==> src/logic/display_pkg.sv <==
package display_pkg;

    //--------------------------------------------------
    // Board geometry
    //--------------------------------------------------

    // Digits of the multiplexed display
    localparam int w_digit = 8;

    // LEDs next to the display
    localparam int w_led = 8;

    //--------------------------------------------------
    // Scan timing
    //--------------------------------------------------

    // Clock cycles each digit stays selected.
    // Real hardware needs a few hundred microseconds per digit
    localparam int scan_period = 4;

    //--------------------------------------------------
    // Segment patterns
    //--------------------------------------------------

    // Bit 7 is segment a, bit 0 is the dot (h)
    localparam logic [7:0] segment_codes [0:15] = '{
        8'b1111_1100,  // 0
        8'b0110_0000,  // 1
        8'b1101_1010,  // 2
        8'b1111_0010,  // 3
        8'b0110_0110,  // 4
        8'b1011_0110,  // 5
        8'b1011_1110,  // 6
        8'b1110_0000,  // 7
        8'b1111_1110,  // 8
        8'b1111_0110,  // 9
        8'b1110_1110,  // A
        8'b0011_1110,  // b
        8'b1001_1100,  // C
        8'b0111_1010,  // d
        8'b1001_1110,  // E
        8'b1000_1110   // F
    };

    // All segments dark
    localparam logic [7:0] sign_empty_entry = 8'b0000_0000;

endpackage

==> src/logic/lab_pkg.sv <==
package lab_pkg;

    //--------------------------------------------------
    // Data path geometry
    //--------------------------------------------------

    // Payload bits carried by each register stage
    localparam int width = 4;

    // One register stage per display digit
    localparam int depth = display_pkg::w_digit;

    // Keys on the board
    localparam int w_key = 4;

    //--------------------------------------------------
    // Step cadence
    //--------------------------------------------------

    // Clock cycles between two consecutive steps.
    // Kept short for simulation, a board build makes it much larger
    localparam int step_period = 4;

    //--------------------------------------------------
    // Pattern table
    //--------------------------------------------------

    // Entry 0 is the first value that enters the register
    localparam logic [width - 1:0] pattern_table [0:15] = '{
        4'h2, 4'h6, 4'hd, 4'hb,
        4'h7, 4'he, 4'hc, 4'h4,
        4'h1, 4'h0, 4'h9, 4'ha,
        4'hf, 4'h5, 4'h8, 4'h3
    };

endpackage

==> src/logic/pattern_source.sv <==
`timescale 1ns/1ps

module pattern_source
(
    input  logic                        clk,
    input  logic                        reset,

    input  logic [lab_pkg::w_key - 1:0] key,

    output logic                        step,
    output logic                        in_valid,
    output logic [lab_pkg::width - 1:0] in_data
);

    //--------------------------------------------------
    // Step strobe
    //--------------------------------------------------

    // One spare bit so that a period of 1 still gets a counter
    localparam int w_step_cnt = $clog2(lab_pkg::step_period + 1);

    localparam logic [w_step_cnt - 1:0] step_last
        = w_step_cnt'(lab_pkg::step_period - 1);

    logic [w_step_cnt - 1:0] step_cnt;

    always_ff @ (posedge clk)
    begin
        if (reset)
            step_cnt <= '0;
        else if (step)
            step_cnt <= '0;
        else
            step_cnt <= step_cnt + 1'b1;
    end

    // High in the last cycle of every period
    assign step = (step_cnt == step_last);

    //--------------------------------------------------
    // Key detection
    //--------------------------------------------------

    // Any key counts, sampled only in the step cycle
    assign in_valid = step & (| key);

    //--------------------------------------------------
    // Table index
    //--------------------------------------------------

    // Sixteen entries, so the counter wraps by itself
    logic [3:0] index;

    always_ff @ (posedge clk)
    begin
        if (reset)
            index <= '0;
        else if (in_valid)
            index <= index + 1'b1;
    end

    //--------------------------------------------------
    // Table lookup
    //--------------------------------------------------

    // A bubble step leaves the index alone, so the
    // next held step repeats nothing and skips nothing
    assign in_data = lab_pkg::pattern_table [index];

endmodule

==> src/logic/shift_register_with_valid_and_debug.sv <==
`timescale 1ns/1ps

module shift_register_with_valid_and_debug
#(
    parameter int width = 4,
    parameter int depth = 8
)
(
    input  logic                              clk,
    input  logic                              reset,

    input  logic                              shift,
    input  logic                              in_valid,
    input  logic [width - 1:0]                in_data,

    output logic [depth - 1:0]                debug_valid,
    output logic [depth - 1:0][width - 1:0]   debug_data
);

    //--------------------------------------------------
    // Valid chain
    //--------------------------------------------------

    // Stage 0 is the newest entry
    always_ff @ (posedge clk)
    begin
        if (reset)
        begin
            debug_valid <= '0;
        end
        else if (shift)
        begin
            for (int i = depth - 1; i > 0; i--)
                debug_valid [i] <= debug_valid [i - 1];

            debug_valid [0] <= in_valid;
        end
    end

    //--------------------------------------------------
    // Data chain
    //--------------------------------------------------

    // Moves in lockstep with the valid chain.
    // A bubble still carries whatever data came with it
    always_ff @ (posedge clk)
    begin
        if (shift)
        begin
            for (int i = depth - 1; i > 0; i--)
                debug_data [i] <= debug_data [i - 1];

            debug_data [0] <= in_data;
        end
    end

endmodule

==> src/logic/seven_segment_display.sv <==
`timescale 1ns/1ps

module seven_segment_display
(
    input  logic                                 clk,
    input  logic                                 reset,

    input  logic [display_pkg::w_digit - 1:0][3:0] number,
    input  logic [display_pkg::w_digit - 1:0]      number_valid,

    output logic [7:0]                           abcdefgh,
    output logic [display_pkg::w_digit - 1:0]    digit
);

    //--------------------------------------------------
    // Local sizes
    //--------------------------------------------------

    localparam int w_index    = $clog2(display_pkg::w_digit);
    localparam int w_scan_cnt = $clog2(display_pkg::scan_period + 1);

    localparam logic [w_scan_cnt - 1:0] scan_last
        = w_scan_cnt'(display_pkg::scan_period - 1);

    localparam logic [w_index - 1:0] index_last
        = w_index'(display_pkg::w_digit - 1);

    //--------------------------------------------------
    // Scan timer
    //--------------------------------------------------

    logic [w_scan_cnt - 1:0] scan_timer;
    logic                    scan_tick;

    always_ff @ (posedge clk)
    begin
        if (reset)
            scan_timer <= '0;
        else if (scan_tick)
            scan_timer <= '0;
        else
            scan_timer <= scan_timer + 1'b1;
    end

    assign scan_tick = (scan_timer == scan_last);

    //--------------------------------------------------
    // Scan index
    //--------------------------------------------------

    // Walks 0, 1, ... w_digit - 1 and back to 0
    logic [w_index - 1:0] scan_index;

    always_ff @ (posedge clk)
    begin
        if (reset)
            scan_index <= '0;
        else if (scan_tick)
        begin
            if (scan_index == index_last)
                scan_index <= '0;
            else
                scan_index <= scan_index + 1'b1;
        end
    end

    //--------------------------------------------------
    // Digit select and segment decode
    //--------------------------------------------------

    // Both registered on the same edge from the same index,
    // so a segment pattern never shows up on a neighbour digit
    logic [7:0] segment_code;

    always_ff @ (posedge clk)
    begin
        if (reset)
            digit <= display_pkg::w_digit'(1);
        else
            digit <= display_pkg::w_digit'(1) << scan_index;
    end

    always_ff @ (posedge clk)
    begin
        segment_code <= display_pkg::segment_codes [number [scan_index]];
    end

    //--------------------------------------------------
    // Blanking
    //--------------------------------------------------

    // Uses the current valid bits, so a digit goes dark
    // in the very cycle its entry leaves
    always_comb
    begin
        if ((digit & number_valid) == '0)
            abcdefgh = display_pkg::sign_empty_entry;
        else
            abcdefgh = segment_code;
    end

endmodule

==> src/logic/lab_top.sv <==
`timescale 1ns/1ps

module lab_top
(
    input  logic                             clk,
    input  logic                             reset,

    input  logic [3:0]                       key,

    output logic [display_pkg::w_led   - 1:0] led,

    output logic [7:0]                       abcdefgh,
    output logic [display_pkg::w_digit - 1:0] digit
);

    //--------------------------------------------------
    // Pattern source
    //--------------------------------------------------

    logic                        step;
    logic                        in_valid;
    logic [lab_pkg::width - 1:0] in_data;

    pattern_source i_source
    (
        .clk      (clk),
        .reset    (reset),
        .key      (key),
        .step     (step),
        .in_valid (in_valid),
        .in_data  (in_data)
    );

    //--------------------------------------------------
    // Shift register
    //--------------------------------------------------

    logic [lab_pkg::depth - 1:0]                        debug_valid;
    logic [lab_pkg::depth - 1:0][lab_pkg::width - 1:0]  debug_data;

    shift_register_with_valid_and_debug
    #(
        .width (lab_pkg::width),
        .depth (lab_pkg::depth)
    )
    i_fifo
    (
        .clk         (clk),
        .reset       (reset),
        .shift       (step),
        .in_valid    (in_valid),
        .in_data     (in_data),
        .debug_valid (debug_valid),
        .debug_data  (debug_data)
    );

    //--------------------------------------------------
    // Mirroring
    //--------------------------------------------------

    // Stage 0 lands on the leftmost digit
    logic [lab_pkg::depth - 1:0]                        debug_valid_mirrored;
    logic [lab_pkg::depth - 1:0][lab_pkg::width - 1:0]  debug_data_mirrored;

    for (genvar i = 0; i < lab_pkg::depth; i++)
    begin : gen_mirror
        assign debug_valid_mirrored [i] = debug_valid [lab_pkg::depth - 1 - i];
        assign debug_data_mirrored  [i] = debug_data  [lab_pkg::depth - 1 - i];
    end

    assign led = debug_valid_mirrored;

    //--------------------------------------------------
    // Display
    //--------------------------------------------------

    seven_segment_display i_display
    (
        .clk          (clk),
        .reset        (reset),
        .number       (debug_data_mirrored),
        .number_valid (debug_valid_mirrored),
        .abcdefgh     (abcdefgh),
        .digit        (digit)
    );

endmodule

==> config.mk <==
export PLATFORM = sky130hd
export DESIGN_NAME = lab_top
export DESIGN_NICKNAME = d
export VERILOG_FILES = /design/src/logic/display_pkg.sv /design/src/logic/lab_pkg.sv /design/src/logic/pattern_source.sv /design/src/logic/shift_register_with_valid_and_debug.sv /design/src/logic/seven_segment_display.sv /design/src/logic/lab_top.sv
export SDC_FILE = /design/constraint.sdc
export NUM_CORES = 1
export LEC_CHECK = 0
export BUFFER_PORTS_ARGS = -buffer_cell sky130_fd_sc_hd__buf_2
export CORE_UTILIZATION = 30
export CTS_BUF_LIST = sky130_fd_sc_hd__clkbuf_8
export CTS_CLUSTER_DIAMETER = 200
export CTS_CLUSTER_SIZE = 24
export DETAILED_ROUTE_END_ITERATION = 7
export PLACE_DENSITY = 0.46
export SYNTH_ARGS = -nofsm -noshare
export SYNTH_HDL_FRONTEND = slang
export SYNTH_SLANG_ARGS = --single-unit
==> constraint.sdc <==
create_clock -name clk -period 2.6 [get_ports clk]
set_input_delay 0 -clock clk [delete_from_list [all_inputs] [get_ports clk]]
set_output_delay 0 -clock clk [all_outputs]
set_load 0.05 [all_outputs]
==> reports/results.ini <==
[critical_path]
cp.required_ps = 2830
cp-end-kind = flip-flop
crit_slowest_cell = dfxtp_1
crit_type = reg -> reg
slowest_delay_ps = 610
critPathLaunch = i_display.scan_index[0]$_SDFFE_PP0N_
r2r-end = i_display.segment_code[7]$_DFF_P_
start_kind = flip-flop
crit_chain = mux4_1 > mux2_2 > inv_1 > ha_1 > nor3b_1 > a211o_1
arrival_ps = 2540
r2r_start = i_display.scan_index[0]$_SDFFE_PP0N_
r2r_slack_ps = 290
critPathMaxFanout = 8
setup.worst_path.end = i_display.segment_code[7]$_DFF_P_
rr_worst_depth = 6

[place]
place.gp.congestion = 0.750
portBuffers = 28
hpwl_mm = 3.30
place_inst = 375

[clock_network]
clk_pin_slew_worst_paths_ps = 80
clock_latency_ps = 340
clock-sinks = 68
cts_tree = built
cts_setup_buffers = 0
cts_hold_buffers = 0
htree_num_levels = 3
cts_root_buf = clkbuf_8
post_cts_resize_count = 0
max-clock-path-buffers = 2
cts_buffers = 9

[detailed_routing]
drt_iter0_drc = 66
ant_nets = 0
wl_per_cell_um = 12.5
wl_mm = 4.91
vias = 1709
first_pass_iters = 4
vias_per_cell = 4.37
drcViolationCount = 0

[finish]
fillers = 942
syn2layout_area_growth_pct = 17.4
final_cell_mix = dfxtp_1 (36), edfxtp_1 (32), buf_2 (28)
drive_gt1_frac = 0.225
n_antenna_cell = 0
final_cells = 391
fin_nets = 282
layout_commonest_cell = dfxtp_1
final_core_util = 0.368

[status]
outcome = complete, no violations

[timing]
slew_headroom = 0.364
rsz0062_at_grt = no
holdWs_ps = 66.4
fin_skew_ps = 10.8
finalHoldViolations = 0
setup_violations = 0
finalSetupTns_ps = 0
slew_violations = 0
period_needed_ps = 2310
post-route-period-util = 0.887
worst_pin_slew_ps = 941
timing.fmax_ghz = 0.433

[grt]
top_usage_layer = met2
gr-usage-met2 = 0.169
grt_max_degree = 43
overflow = 0
grt_first_pass_wirelength_mm = 8.17
antenna_found_initial = 0
grtUsageMet1 = 0.132
grt_use_met3 = 0.0395
grt_pass1_vias = 1670
grtUsageTotal = 0.107

[logic_synthesis]
synth.area.mux_share = 0.149
synth-xor-area-share = 0.00596
ys_seq_area_frac = 0.572
syn_nets = 249
synth_edf_count = 32
synthesis.area_um2 = 2940
synth_top_family_by_area = multiplexers
yosys_warnings = 0
synth_cell_type_count = 37
synth-compound-area-share = 0.0553
syn_area_per_cell_um2 = 13.1
synth_fa_ha_area_frac = 0.0809
synthFlopType = dfxtp_1
synth_cells = 224
synth-simple-area-share = 0.0949
async_flop_share = 0
synth_seq_cells = 68

[die]
pin_count = 30
fp.dieW_um = 101
rows = 35
initial_utilization = 0.314
core_area_um2 = 9370
die_y_um = 101
dieArea_um2 = 10200

[pwr]
leakagePower_nw = 1.34
peakVddDrop_mv = 0.249
power_density_nw_per_um2 = 688
totalPowerFinal_mw = 2.37

[min_path]
holdPathStages = 3
hold_class = in -> reg

[flow_run]
maxCapViolCount = 0

## layout make-up
cell class	instances	area (um2)	area share
flip-flops and latches	68	1680	0.487
clock inverters	5	81.3	0.0236
multi-input cells	130	1140	0.330
clock buffers	11	151	0.0439
repair buffers	33	178	0.0515
well taps	129	161	0.0468
inverters	15	56.3	0.0163
## worst min path at each step
stage                                    start                            endpoint  slack (ps)
3_5_place_dp   i_source.step_cnt[0]$_SDFF_PP0_     i_source.step_cnt[0]$_SDFF_PP0_         410
3_3_place_gp                            key[2]  i_fifo.debug_valid[0]$_SDFFE_PP0P_         410
2_1_floorplan                            reset     i_source.step_cnt[1]$_SDFF_PP0_          80
4_1_cts                                 key[2]  i_fifo.debug_valid[0]$_SDFFE_PP0P_          50
6_report                                key[2]  i_fifo.debug_valid[0]$_SDFFE_PP0P_          70
5_1_grt                                  reset  i_fifo.debug_valid[1]$_SDFFE_PP0P_         100
## synth_stat cells, types with 6 or more instances
cell type | count | area (um2)
nand2_1 | 6 | 22.5
edfxtp_1 | 32 | 961
clkbuf_1 | 6 | 22.5
a21oi_1 | 10 | 50.1
inv_1 | 14 | 52.6
and2_1 | 14 | 87.6
dfxtp_1 | 36 | 721
a22oi_1 | 6 | 45.0
ha_1 | 19 | 238
nor2_1 | 17 | 63.8
mux2i_1 | 16 | 160
## cell families after synthesis
group                      Yosys count
muxes                               29
buffers and inverters               26
xor gates and xnor gates             2
AOI/OAI and AO/OA                   25
adders and majority gates           19
other                                1
and+or+nand+nor                     54
DFF                                 68
## through the flow
stage                     setup WS, ps  instance area [um2]
final                              293                 3450
after global routing               108                 3450
after CTS                          260                 3450
after detailed placement           281                 3220
after global placement             297                 3220
after floorplan                    312                 2940
## sequential cells by signal, indices dropped and copies added (netlist names)
name                    count
i_source.step_cnt           3
i_fifo.debug_data          32
i_display.scan_timer        3
i_source.index              4
i_display.scan_index        3
i_display.digit             8
i_display.segment_code      7
i_fifo.debug_valid          8
## worst max-delay path, delay by kind of cell (launching register included)
kind | cells | cell delay, ps
muxes | 2 | 930
DFF | 1 | 610
AOI/OAI and AO/OA | 1 | 280
adders and majority gates | 1 | 190
buffers and inverters | 1 | 130
and+or+nand+nor | 1 | 60
## power breakdown
group          total (mW)  internal (mW)  switching, mW
clock network        1.01          0.595          0.410
registers            1.20           1.17         0.0224
logic               0.173         0.0756         0.0976
## metal layers
layer | vias to the layer above | part of all wire
met5 | - | 0
li1 | 864 | -
met3 | 7 | 0.047
met4 | 0 | 0.011
met2 | 33 | 0.45
met1 | 805 | 0.49
Note: power is estimated with default switching activity, not from simulation.
